`src/hw/rob_core_macros.svh`:
```
`ifndef ROB_CORE_MACROS_SVH
`define ROB_CORE_MACROS_SVH

`define XLEN        32
`define ROB_TAG_W   3
`define ROB_DEPTH   8   // tag 0 is never allocated.
`define REG_ADDR_W  5
`define NREGS       32

// multiplier stages between issue and the result bus.
`define MUL_LAT     3

`endif

```
`src/hw/rob_core_pkg.sv`:
```
package rob_core_pkg;

    typedef enum logic [3:0] {
        OP_NOP,
        OP_ADD,
        OP_SUB,
        OP_AND,
        OP_OR,
        OP_XOR,
        OP_SLL,
        OP_SRL,
        OP_SLT,  // signed.
        OP_LUI,  // done at allocation.
        OP_MUL
    } rob_op_t;

    // life of a buffer entry.
    typedef enum logic [1:0] {
        ENT_FREE,
        ENT_BUSY,
        ENT_DONE
    } rob_entry_t;

endpackage

```
`src/hw/rob_buffer.sv`:
```
`timescale 1ns/1ps
`include "rob_core_macros.svh"

module rob_buffer (
    input  logic                       clk,
    input  logic                       rst,
    input  logic                       alloc,
    input  rob_core_pkg::rob_op_t      alloc_op,
    input  logic [`REG_ADDR_W-1:0]     alloc_rd,
    input  logic [`XLEN-1:0]           alloc_imm,
    output logic [`ROB_TAG_W-1:0]      alloc_tag,
    output logic                       rob_full,
    input  logic [`ROB_TAG_W-1:0]      lookup1_tag,
    input  logic [`ROB_TAG_W-1:0]      lookup2_tag,
    output logic                       lookup1_done,
    output logic [`XLEN-1:0]           lookup1_value,
    output logic                       lookup2_done,
    output logic [`XLEN-1:0]           lookup2_value,
    input  logic                       wb_alu_valid,
    input  logic [`ROB_TAG_W-1:0]      wb_alu_tag,
    input  logic [`XLEN-1:0]           wb_alu_value,
    input  logic                       wb_mul_valid,
    input  logic [`ROB_TAG_W-1:0]      wb_mul_tag,
    input  logic [`XLEN-1:0]           wb_mul_value,
    output logic                       commit_valid,
    output logic [`REG_ADDR_W-1:0]     commit_rd,
    output logic [`XLEN-1:0]           commit_value,
    output logic [`ROB_TAG_W-1:0]      commit_tag
);
    import rob_core_pkg::*;

    rob_op_t                   ent_op    [`ROB_DEPTH];
    logic [`REG_ADDR_W-1:0]    ent_rd    [`ROB_DEPTH];
    logic [`XLEN-1:0]          ent_val   [`ROB_DEPTH];
    rob_entry_t                ent_state [`ROB_DEPTH];
    logic [`ROB_TAG_W-1:0]     head;
    logic [`ROB_TAG_W-1:0]     tail;
    logic                      retire;

    // step a pointer, skipping tag 0.
    function automatic logic [`ROB_TAG_W-1:0] next_ptr(input logic [`ROB_TAG_W-1:0] p);
        if (p == `ROB_TAG_W'(`ROB_DEPTH - 1))
            return `ROB_TAG_W'(1);
        return p + 1'b1;
    endfunction

    assign alloc_tag = tail;
    assign rob_full  = next_ptr(tail) == head;
    assign retire    = ent_state[head] == ENT_DONE;

    // entry 0 stays free, so tag 0 never reads as done.
    assign lookup1_done  = ent_state[lookup1_tag] == ENT_DONE;
    assign lookup1_value = ent_val[lookup1_tag];
    assign lookup2_done  = ent_state[lookup2_tag] == ENT_DONE;
    assign lookup2_value = ent_val[lookup2_tag];

    always_ff @(posedge clk) begin
        if (!rst) begin
            head <= `ROB_TAG_W'(1);
            tail <= `ROB_TAG_W'(1);
            for (int i = 0; i < `ROB_DEPTH; i++)
                ent_state[i] <= ENT_FREE;
        end else begin
            if (alloc) begin
                ent_state[tail] <= (alloc_op == OP_LUI || alloc_op == OP_NOP) ? ENT_DONE
                                                                               : ENT_BUSY;
                tail <= next_ptr(tail);
            end
            if (wb_alu_valid)
                ent_state[wb_alu_tag] <= ENT_DONE;
            if (wb_mul_valid)
                ent_state[wb_mul_tag] <= ENT_DONE;
            if (retire) begin
                ent_state[head] <= ENT_FREE;
                head <= next_ptr(head);
            end
        end
    end

    // entry payload.
    always_ff @(posedge clk) begin
        if (alloc) begin
            ent_op[tail]  <= alloc_op;
            ent_rd[tail]  <= alloc_rd;
            ent_val[tail] <= alloc_imm;  // final value for lui.
        end
        if (wb_alu_valid)
            ent_val[wb_alu_tag] <= wb_alu_value;
        if (wb_mul_valid)
            ent_val[wb_mul_tag] <= wb_mul_value;
    end

    always_ff @(posedge clk) begin
        if (!rst)
            commit_valid <= 1'b0;
        else
            commit_valid <= retire;
    end

    always_ff @(posedge clk) begin
        if (retire) begin
            commit_rd    <= (ent_op[head] == OP_NOP) ? '0 : ent_rd[head];
            commit_value <= ent_val[head];
            commit_tag   <= head;
        end
    end

endmodule

```
`src/hw/rob_core.sv`:
```
`timescale 1ns/1ps
`include "rob_core_macros.svh"

module rob_core (
    input  logic                      clk,
    input  logic                      rst,
    input  logic                      ins_valid,
    input  rob_core_pkg::rob_op_t     ins_op,
    input  logic [`REG_ADDR_W-1:0]    ins_rd,
    input  logic [`REG_ADDR_W-1:0]    ins_rs1,
    input  logic [`REG_ADDR_W-1:0]    ins_rs2,
    input  logic [`XLEN-1:0]          ins_imm,
    input  logic                      has_imm,
    output logic                      ins_ready,
    output logic                      commit_valid,
    output logic [`REG_ADDR_W-1:0]    commit_rd,
    output logic [`XLEN-1:0]          commit_value
);
    import rob_core_pkg::*;

    logic                      rob_full, disp_stall, alloc;
    rob_op_t                   alloc_op, disp_op;
    logic [`REG_ADDR_W-1:0]    alloc_rd, rf_rs1, rf_rs2;
    logic [`XLEN-1:0]          alloc_imm, rf_val1, rf_val2;
    logic [`ROB_TAG_W-1:0]     alloc_tag, rf_q1, rf_q2, commit_tag;
    logic [`ROB_TAG_W-1:0]     lookup1_tag, lookup2_tag;
    logic                      lookup1_done, lookup2_done;
    logic [`XLEN-1:0]          lookup1_value, lookup2_value;
    logic                      wb_alu_valid, wb_mul_valid, disp_valid;
    logic [`ROB_TAG_W-1:0]     wb_alu_tag, wb_mul_tag, disp_tag, disp_q1, disp_q2;
    logic [`XLEN-1:0]          wb_alu_value, wb_mul_value, disp_val1, disp_val2;

    rob_dispatch i_dispatch (.*);

    rob_execute i_execute (.*);

    rob_buffer i_buffer (.*);

    rob_regfile i_regfile (.*);

endmodule

```
`src/hw/rob_dispatch.sv`:
```
`timescale 1ns/1ps
`include "rob_core_macros.svh"

module rob_dispatch (
    input  logic                       clk,
    input  logic                       rst,
    input  logic                       ins_valid,
    input  rob_core_pkg::rob_op_t      ins_op,
    input  logic [`REG_ADDR_W-1:0]     ins_rd,
    input  logic [`REG_ADDR_W-1:0]     ins_rs1,
    input  logic [`REG_ADDR_W-1:0]     ins_rs2,
    input  logic [`XLEN-1:0]           ins_imm,
    input  logic                       has_imm,
    output logic                       ins_ready,
    input  logic                       rob_full,
    input  logic                       disp_stall,
    output logic                       alloc,
    output rob_core_pkg::rob_op_t      alloc_op,
    output logic [`REG_ADDR_W-1:0]     alloc_rd,
    output logic [`XLEN-1:0]           alloc_imm,
    input  logic [`ROB_TAG_W-1:0]      alloc_tag,
    output logic [`REG_ADDR_W-1:0]     rf_rs1,
    output logic [`REG_ADDR_W-1:0]     rf_rs2,
    input  logic [`XLEN-1:0]           rf_val1,
    input  logic [`ROB_TAG_W-1:0]      rf_q1,
    input  logic [`XLEN-1:0]           rf_val2,
    input  logic [`ROB_TAG_W-1:0]      rf_q2,
    output logic [`ROB_TAG_W-1:0]      lookup1_tag,
    output logic [`ROB_TAG_W-1:0]      lookup2_tag,
    input  logic                       lookup1_done,
    input  logic [`XLEN-1:0]           lookup1_value,
    input  logic                       lookup2_done,
    input  logic [`XLEN-1:0]           lookup2_value,
    input  logic                       wb_alu_valid,
    input  logic [`ROB_TAG_W-1:0]      wb_alu_tag,
    input  logic [`XLEN-1:0]           wb_alu_value,
    input  logic                       wb_mul_valid,
    input  logic [`ROB_TAG_W-1:0]      wb_mul_tag,
    input  logic [`XLEN-1:0]           wb_mul_value,
    output logic                       disp_valid,
    output rob_core_pkg::rob_op_t      disp_op,
    output logic [`ROB_TAG_W-1:0]      disp_tag,
    output logic [`XLEN-1:0]           disp_val1,
    output logic [`ROB_TAG_W-1:0]      disp_q1,
    output logic [`XLEN-1:0]           disp_val2,
    output logic [`ROB_TAG_W-1:0]      disp_q2
);
    import rob_core_pkg::*;

    logic                          accept;
    logic                          hold;
    logic                          fwd;
    logic [`ROB_TAG_W+`XLEN-1:0]   op1;
    logic [`ROB_TAG_W+`XLEN-1:0]   op2;
    logic [`ROB_TAG_W+`XLEN-1:0]   held1;
    logic [`ROB_TAG_W+`XLEN-1:0]   held2;

    // returns {tag, value}; the tag drops to 0 once the value is known.
    function automatic logic [`ROB_TAG_W+`XLEN-1:0] resolve(
        input logic [`ROB_TAG_W-1:0] q,
        input logic [`XLEN-1:0]      v,
        input logic                  done,
        input logic [`XLEN-1:0]      done_v
    );
        logic [`ROB_TAG_W+`XLEN-1:0] r;
        r = {q, v};
        if (q != '0) begin
            if (done)
                r = {{`ROB_TAG_W{1'b0}}, done_v};
            else if (wb_alu_valid && wb_alu_tag == q)
                r = {{`ROB_TAG_W{1'b0}}, wb_alu_value};
            else if (wb_mul_valid && wb_mul_tag == q)
                r = {{`ROB_TAG_W{1'b0}}, wb_mul_value};
        end
        return r;
    endfunction

    assign hold      = disp_valid && disp_stall;
    assign ins_ready = !rob_full && !hold;
    assign accept    = ins_valid && ins_ready;
    assign fwd       = (ins_op != OP_LUI) && (ins_op != OP_NOP);  // these finish in the buffer.

    assign alloc     = accept;
    assign alloc_op  = ins_op;
    assign alloc_rd  = (ins_op == OP_NOP) ? '0 : ins_rd;  // nop renames nothing.
    assign alloc_imm = ins_imm;

    assign rf_rs1      = ins_rs1;
    assign rf_rs2      = ins_rs2;
    assign lookup1_tag = rf_q1;
    assign lookup2_tag = rf_q2;

    always_comb begin
        op1 = resolve(rf_q1, rf_val1, lookup1_done, lookup1_value);
        op2 = has_imm ? {{`ROB_TAG_W{1'b0}}, ins_imm}
                      : resolve(rf_q2, rf_val2, lookup2_done, lookup2_value);
        // a held instruction still has to see results going by.
        held1 = resolve(disp_q1, disp_val1, 1'b0, disp_val1);
        held2 = resolve(disp_q2, disp_val2, 1'b0, disp_val2);
    end

    always_ff @(posedge clk) begin
        if (!rst)
            disp_valid <= 1'b0;
        else if (accept)
            disp_valid <= fwd;
        else if (!hold)
            disp_valid <= 1'b0;
    end

    always_ff @(posedge clk) begin
        if (accept) begin
            disp_op              <= ins_op;
            disp_tag             <= alloc_tag;
            {disp_q1, disp_val1} <= op1;
            {disp_q2, disp_val2} <= op2;
        end else if (hold) begin
            {disp_q1, disp_val1} <= held1;
            {disp_q2, disp_val2} <= held2;
        end
    end

endmodule

```
`src/hw/rob_execute.sv`:
```
`timescale 1ns/1ps
`include "rob_core_macros.svh"

module rob_execute (
    input  logic                       clk,
    input  logic                       rst,
    input  logic                       disp_valid,
    input  rob_core_pkg::rob_op_t      disp_op,
    input  logic [`ROB_TAG_W-1:0]      disp_tag,
    input  logic [`XLEN-1:0]           disp_val1,
    input  logic [`ROB_TAG_W-1:0]      disp_q1,
    input  logic [`XLEN-1:0]           disp_val2,
    input  logic [`ROB_TAG_W-1:0]      disp_q2,
    output logic                       disp_stall,
    output logic                       wb_alu_valid,
    output logic [`ROB_TAG_W-1:0]      wb_alu_tag,
    output logic [`XLEN-1:0]           wb_alu_value,
    output logic                       wb_mul_valid,
    output logic [`ROB_TAG_W-1:0]      wb_mul_tag,
    output logic [`XLEN-1:0]           wb_mul_value
);
    import rob_core_pkg::*;

    logic                     slot_busy;
    rob_op_t                  slot_op;
    logic [`ROB_TAG_W-1:0]    slot_tag;
    logic [`XLEN-1:0]         slot_v1;
    logic [`ROB_TAG_W-1:0]    slot_q1;
    logic [`XLEN-1:0]         slot_v2;
    logic [`ROB_TAG_W-1:0]    slot_q2;
    logic                     can_issue;
    logic                     take;
    logic [`XLEN-1:0]         alu_res;
    logic                     mul_v [`MUL_LAT];
    logic [`ROB_TAG_W-1:0]    mul_t [`MUL_LAT];
    logic [`XLEN-1:0]         mul_p [`MUL_LAT];

    // {tag, value} after watching both result buses.
    function automatic logic [`ROB_TAG_W+`XLEN-1:0] snoop(
        input logic [`ROB_TAG_W-1:0] q,
        input logic [`XLEN-1:0]      v
    );
        if (q != '0 && wb_alu_valid && wb_alu_tag == q)
            return {{`ROB_TAG_W{1'b0}}, wb_alu_value};
        if (q != '0 && wb_mul_valid && wb_mul_tag == q)
            return {{`ROB_TAG_W{1'b0}}, wb_mul_value};
        return {q, v};
    endfunction

    assign can_issue  = slot_busy && slot_q1 == '0 && slot_q2 == '0;
    assign disp_stall = slot_busy && !can_issue;
    assign take       = disp_valid && !disp_stall;

    always_ff @(posedge clk) begin
        if (!rst)
            slot_busy <= 1'b0;
        else if (take)
            slot_busy <= 1'b1;
        else if (can_issue)
            slot_busy <= 1'b0;
    end

    always_ff @(posedge clk) begin
        if (take) begin
            slot_op            <= disp_op;
            slot_tag           <= disp_tag;
            {slot_q1, slot_v1} <= snoop(disp_q1, disp_val1);
            {slot_q2, slot_v2} <= snoop(disp_q2, disp_val2);
        end else begin
            {slot_q1, slot_v1} <= snoop(slot_q1, slot_v1);
            {slot_q2, slot_v2} <= snoop(slot_q2, slot_v2);
        end
    end

    always_comb begin
        case (slot_op)
            OP_ADD:  alu_res = slot_v1 + slot_v2;
            OP_SUB:  alu_res = slot_v1 - slot_v2;
            OP_AND:  alu_res = slot_v1 & slot_v2;
            OP_OR:   alu_res = slot_v1 | slot_v2;
            OP_XOR:  alu_res = slot_v1 ^ slot_v2;
            OP_SLL:  alu_res = slot_v1 << slot_v2[4:0];
            OP_SRL:  alu_res = slot_v1 >> slot_v2[4:0];
            OP_SLT:  alu_res = ($signed(slot_v1) < $signed(slot_v2)) ? 32'd1 : 32'd0;
            default: alu_res = '0;
        endcase
    end

    always_ff @(posedge clk) begin
        if (!rst)
            wb_alu_valid <= 1'b0;
        else
            wb_alu_valid <= can_issue && slot_op != OP_MUL;
    end

    always_ff @(posedge clk) begin
        wb_alu_tag   <= slot_tag;
        wb_alu_value <= alu_res;
    end

    always_ff @(posedge clk) begin
        if (!rst) begin
            for (int i = 0; i < `MUL_LAT; i++)
                mul_v[i] <= 1'b0;
        end else begin
            mul_v[0] <= can_issue && slot_op == OP_MUL;
            for (int i = 1; i < `MUL_LAT; i++)
                mul_v[i] <= mul_v[i-1];
        end
    end

    always_ff @(posedge clk) begin
        mul_t[0] <= slot_tag;
        mul_p[0] <= slot_v1 * slot_v2;  // low half only.
        for (int i = 1; i < `MUL_LAT; i++) begin
            mul_t[i] <= mul_t[i-1];
            mul_p[i] <= mul_p[i-1];
        end
    end

    assign wb_mul_valid = mul_v[`MUL_LAT-1];
    assign wb_mul_tag   = mul_t[`MUL_LAT-1];
    assign wb_mul_value = mul_p[`MUL_LAT-1];

endmodule

```
`src/hw/rob_regfile.sv`:
```
`timescale 1ns/1ps
`include "rob_core_macros.svh"

module rob_regfile (
    input  logic                      clk,
    input  logic                      rst,
    input  logic [`REG_ADDR_W-1:0]    rf_rs1,
    input  logic [`REG_ADDR_W-1:0]    rf_rs2,
    output logic [`XLEN-1:0]          rf_val1,
    output logic [`ROB_TAG_W-1:0]     rf_q1,
    output logic [`XLEN-1:0]          rf_val2,
    output logic [`ROB_TAG_W-1:0]     rf_q2,
    input  logic                      alloc,
    input  logic [`REG_ADDR_W-1:0]    alloc_rd,
    input  logic [`ROB_TAG_W-1:0]     alloc_tag,
    input  logic                      commit_valid,
    input  logic [`REG_ADDR_W-1:0]    commit_rd,
    input  logic [`XLEN-1:0]          commit_value,
    input  logic [`ROB_TAG_W-1:0]     commit_tag
);

    logic [`XLEN-1:0]         regs [`NREGS];
    logic [`ROB_TAG_W-1:0]    tags [`NREGS];
    logic                     byp1;
    logic                     byp2;

    // the buffer has already freed a committing entry, so pass it through here.
    assign byp1 = commit_valid && commit_rd == rf_rs1;
    assign byp2 = commit_valid && commit_rd == rf_rs2;

    always_comb begin
        rf_val1 = byp1 ? commit_value : regs[rf_rs1];
        rf_q1   = (byp1 && tags[rf_rs1] == commit_tag) ? '0 : tags[rf_rs1];
        rf_val2 = byp2 ? commit_value : regs[rf_rs2];
        rf_q2   = (byp2 && tags[rf_rs2] == commit_tag) ? '0 : tags[rf_rs2];
        if (rf_rs1 == '0) begin
            rf_val1 = '0;  // x0.
            rf_q1   = '0;
        end
        if (rf_rs2 == '0) begin
            rf_val2 = '0;
            rf_q2   = '0;
        end
    end

    always_ff @(posedge clk) begin
        if (commit_valid && commit_rd != '0)
            regs[commit_rd] <= commit_value;
    end

    always_ff @(posedge clk) begin
        if (!rst) begin
            for (int i = 0; i < `NREGS; i++)
                tags[i] <= '0;
        end else begin
            if (commit_valid && commit_rd != '0 && tags[commit_rd] == commit_tag)
                tags[commit_rd] <= '0;
            if (alloc && alloc_rd != '0)
                tags[alloc_rd] <= alloc_tag;  // newer producer wins.
        end
    end

endmodule

```
`config.mk`:
```
export PLATFORM = sky130hd
export DESIGN_NAME = rob_core
export DESIGN_NICKNAME = d
export VERILOG_FILES = /design/src/hw/rob_core_pkg.sv /design/src/hw/rob_buffer.sv /design/src/hw/rob_core.sv /design/src/hw/rob_dispatch.sv /design/src/hw/rob_execute.sv /design/src/hw/rob_regfile.sv
export VERILOG_INCLUDE_DIRS = /design/src /design/src/hw
export SDC_FILE = /design/constraint.sdc
export NUM_CORES = 2
export LEC_CHECK = 0
export ABC_AREA = 1
export BUFFER_PORTS_ARGS = -buffer_cell sky130_fd_sc_hd__buf_2
export CORE_MARGIN = 4
export CORE_UTILIZATION = 38
export CTS_CLUSTER_DIAMETER = 40
export DETAILED_ROUTE_END_ITERATION = 8
export PLACE_DENSITY_LB_ADDON = 0.05
export SLEW_MARGIN = 20
export SYNTH_ARGS = -nofsm -noshare
export SYNTH_HDL_FRONTEND = slang
export SYNTH_SLANG_ARGS = --single-unit
```
`constraint.sdc`:
```
create_clock -name clk -period 10.8 [get_ports clk]
set_input_delay 1.08 -clock clk [delete_from_list [all_inputs] [get_ports clk]]
set_output_delay 1.08 -clock clk [all_outputs]
set_load 0.01 [all_outputs]
```
==> reports/results.ini <==
[status]
run_status=finished clean

[worst_setup_path]
critical_path_class=reg -> reg
timing.critical_path.from=i_execute.slot_v2[4]$_DFFE_PP_
crit_fanout=15
cp.required_ns=11.57
regToRegStartpoint=i_execute.slot_v2[4]$_DFFE_PP_
worstPathArrival_ns=8.23
r2r_cells=24
r2r-end=i_execute.mul_p[0][28]$_DFF_P_
cp-start-kind=flop
end_kind=flop
r2r_setup_slack_ns=3.35

[timing]
tns_ns=0
slew_headroom_pct=14.0
max_slew.worst_pin.slew_ns=1.28
hold_viol=0
fin_crit_sh_pct=69.0
period_minus_slack_ns=7.45
rsz0062_at_grt=no
fmax_mhz=134
fin_hold_ws_ns=0.316
finClkSkew_ns=0.0810
finalSetupViolCount=0
finalWorstSetupSlack_ns=3.35
slew_violations=0

[drt]
drt_pass1_iterations=8
viasPerCell=6.14
drc=0
routed_wl_mm=589
postRouteAntennaNets=0
num_vias=115397
drt_iter0_drc=16665
wire_per_inst_um=31.4

[grt]
grt_use_total_pct=35.1
grt_pass1_wl_mm=825
grt-ovfl-total=0
antenna_found_initial=62
grt_pass1_vias=109505
grt_max_degree=204

[logic_synthesis]
synthMuxAreaShare_pct=0.0998
ys_ff_latch=1811
synthFlopType=edfxtp_1
avgSynthCellArea_sq_um=8.25
ys_types=67
synth_fa_ha_area_share_pct=9.14
synth_top_family_by_area=compound AO/OA/AOI/OAI gates
netlist.area_leader.share_pct=40.9
synthCells=14597
ys_warn_count=0
synth_compound_area_share_pct=20.8
synth_top_cell_by_area=edfxtp_1
synth-simple-area-share_pct=15.8
syn_area_sq_mm=0.120
synth_area_leaders=edfxtp_1, o21ai_0, nand2_1, fa_1, inv_1
ys_seq_area_share_pct=43.8
synth_edf_count=1642
synthArstFlopShare_pct=0
synth_xor_area_share_pct=0.732

[floorplan]
ioPinCount=94
placementRows=206
start_util_pct=38.2
dieArea_sq_mm=0.326
core_sq_mm=0.315
dieHeight_um=571
die_w_um=571

[clock_network]
cts_resized=0
cts_hold_buf=0
insertion_delay_ns=0.94
cts_buffers=371
postCtsSetupRepairBufs=0
tritoncts=done
htree_levels=5
clockRootBuffer=clkbuf_16
clk_pin_slew_ns=0.05
clock_path_buffers=4
clock_sinks=1811

[hold_path]
hp-class=reg -> reg
hold_end=i_execute.mul_t[0][6]$_DFF_P_
hold_depth=0
holdCritStartpoint=i_execute.mul_t[0][3]$_DFF_P_

[placement]
place_congestion=0.983
hpwl_mm=379
dp_cells=18056
io_buffers=93
place_ws_ns=3.22

[run]
max_cap_viol_count=0

[final_layout]
mostFrequentLayoutCell=nand2_1
nNetsFinal=14960
final_cells=18783
mostFrequentLayoutCells=nand2_1, o21ai_0, inv_1
drive_gt1_share_pct=8.61
area_growth_pct=14.4

==> layout make-up <==
class	count	area, sq um
antenna	30	75.1
clock buffer	421	9660
clock inverter	274	3230
fill	30862	177000
inverter	1815	6870
multi-input combinational	9826	56800
sequential	1811	52700
tap	4160	5200
timing repair buffer	446	3310
==> through the flow <==
stage	instance area (sq um)	utilization, %
6_report	138000	43.7
4_1_cts	138000	43.7
3_3_place_gp	125000	39.6
5_1_grt	138000	43.7
2_1_floorplan	121000	-
3_5_place_dp	125000	39.6
==> critical path, stage by stage, from the launching register on <==
cell	delay (ns)
edfxtp_1	0.70
ha_1	0.41
fa_1	0.49
inv_1	0.05
fa_1	0.39
fa_1	0.51
inv_1	0.06
fa_1	0.54
ha_1	0.22
ha_1	0.27
inv_1	0.04
fa_1	0.47
inv_1	0.05
fa_1	0.44
ha_1	0.34
a21oi_1	0.15
a21boi_0	0.44
nor2_1	0.08
nor2_1	0.27
o21bai_1	0.15
a31oi_1	0.30
o21ai_0	0.29
a21boi_0	0.35
o21bai_1	0.13
xor2_1	0.15
==> how the worst max path moves through the flow <==
stage,slack [ns],depth (start not counted),to
after floorplan,3.39,30,i_execute.mul_p[0][28]$_DFF_P_
after global placement,3.29,24,i_execute.mul_p[0][28]$_DFF_P_
after detailed placement,3.22,24,i_execute.mul_p[0][28]$_DFF_P_
after CTS,3.21,24,i_execute.mul_p[0][28]$_DFF_P_
after global routing,2.87,24,i_execute.mul_p[0][28]$_DFF_P_
final,3.35,24,i_execute.mul_p[0][28]$_DFF_P_
==> layer usage <==
layer,vias up,track usage (%),part of all wire (%)
li1,49560,-,-
met2,7490,51.0,42
met3,1652,7.75,11
met4,24,19.2,6.3
met1,56671,48.3,41
met5,-,0,0.027
==> cells in the mapped netlist, types with 12 or more instances <==
cell type     n
nand2_1    2480
o21ai_0    2256
inv_1      1771
edfxtp_1   1642
a21oi_1    1165
nor2_1      966
clkbuf_1    896
nand3_1     836
fa_1        410
o211ai_1    371
ha_1        224
o22ai_1     204
dfxtp_1     169
o221ai_1    166
buf_2       139
nand4_1     106
buf_1       105
nor3_1       93
a22oi_1      60
a221oi_1     56
o2111ai_1    53
xor2_1       51
xnor2_1      47
or2_2        29
clkinv_1     27
a211oi_1     23
buf_4        23
a31oi_1      18
a21boi_1     17
buf_6        16
inv_2        14
mux2i_1      12
nand3_2      12
o21bai_1     12
==> cell families after synthesis <==
group | after synthesis
AND/OR/NAND/NOR | 4576
AO/OA/AOI/OAI | 4470
buffers and inverters | 2994
flip-flops | 1811
adder cells (fa/ha/maj) | 634
XOR/XNOR | 99
multiplexers | 12
other | 1
==> flip-flops by register name (all words and copies together), names as in the netlist, 4 cells and up, named ones only <==
| signal | count |
|---|---|
| i_regfile.regs | 1024 |
| i_buffer.ent_val | 256 |
| i_execute.mul_p | 96 |
| i_regfile.tags | 96 |
| i_buffer.ent_rd | 40 |
| i_buffer.commit_value | 32 |
| i_buffer.ent_op | 32 |
| i_dispatch.disp_val1 | 32 |
| i_dispatch.disp_val2 | 32 |
| i_execute.slot_v1 | 32 |
| i_execute.slot_v2 | 32 |
| i_execute.wb_alu_value | 32 |
| i_buffer.ent_state | 16 |
| i_execute.mul_t | 7 |
| i_buffer.commit_rd | 5 |
| i_dispatch.disp_op | 4 |
| i_execute.slot_op | 4 |
Power is not shown: default switching activity piles up to over one toggle a cycle in this logic, so the estimate is an artifact.
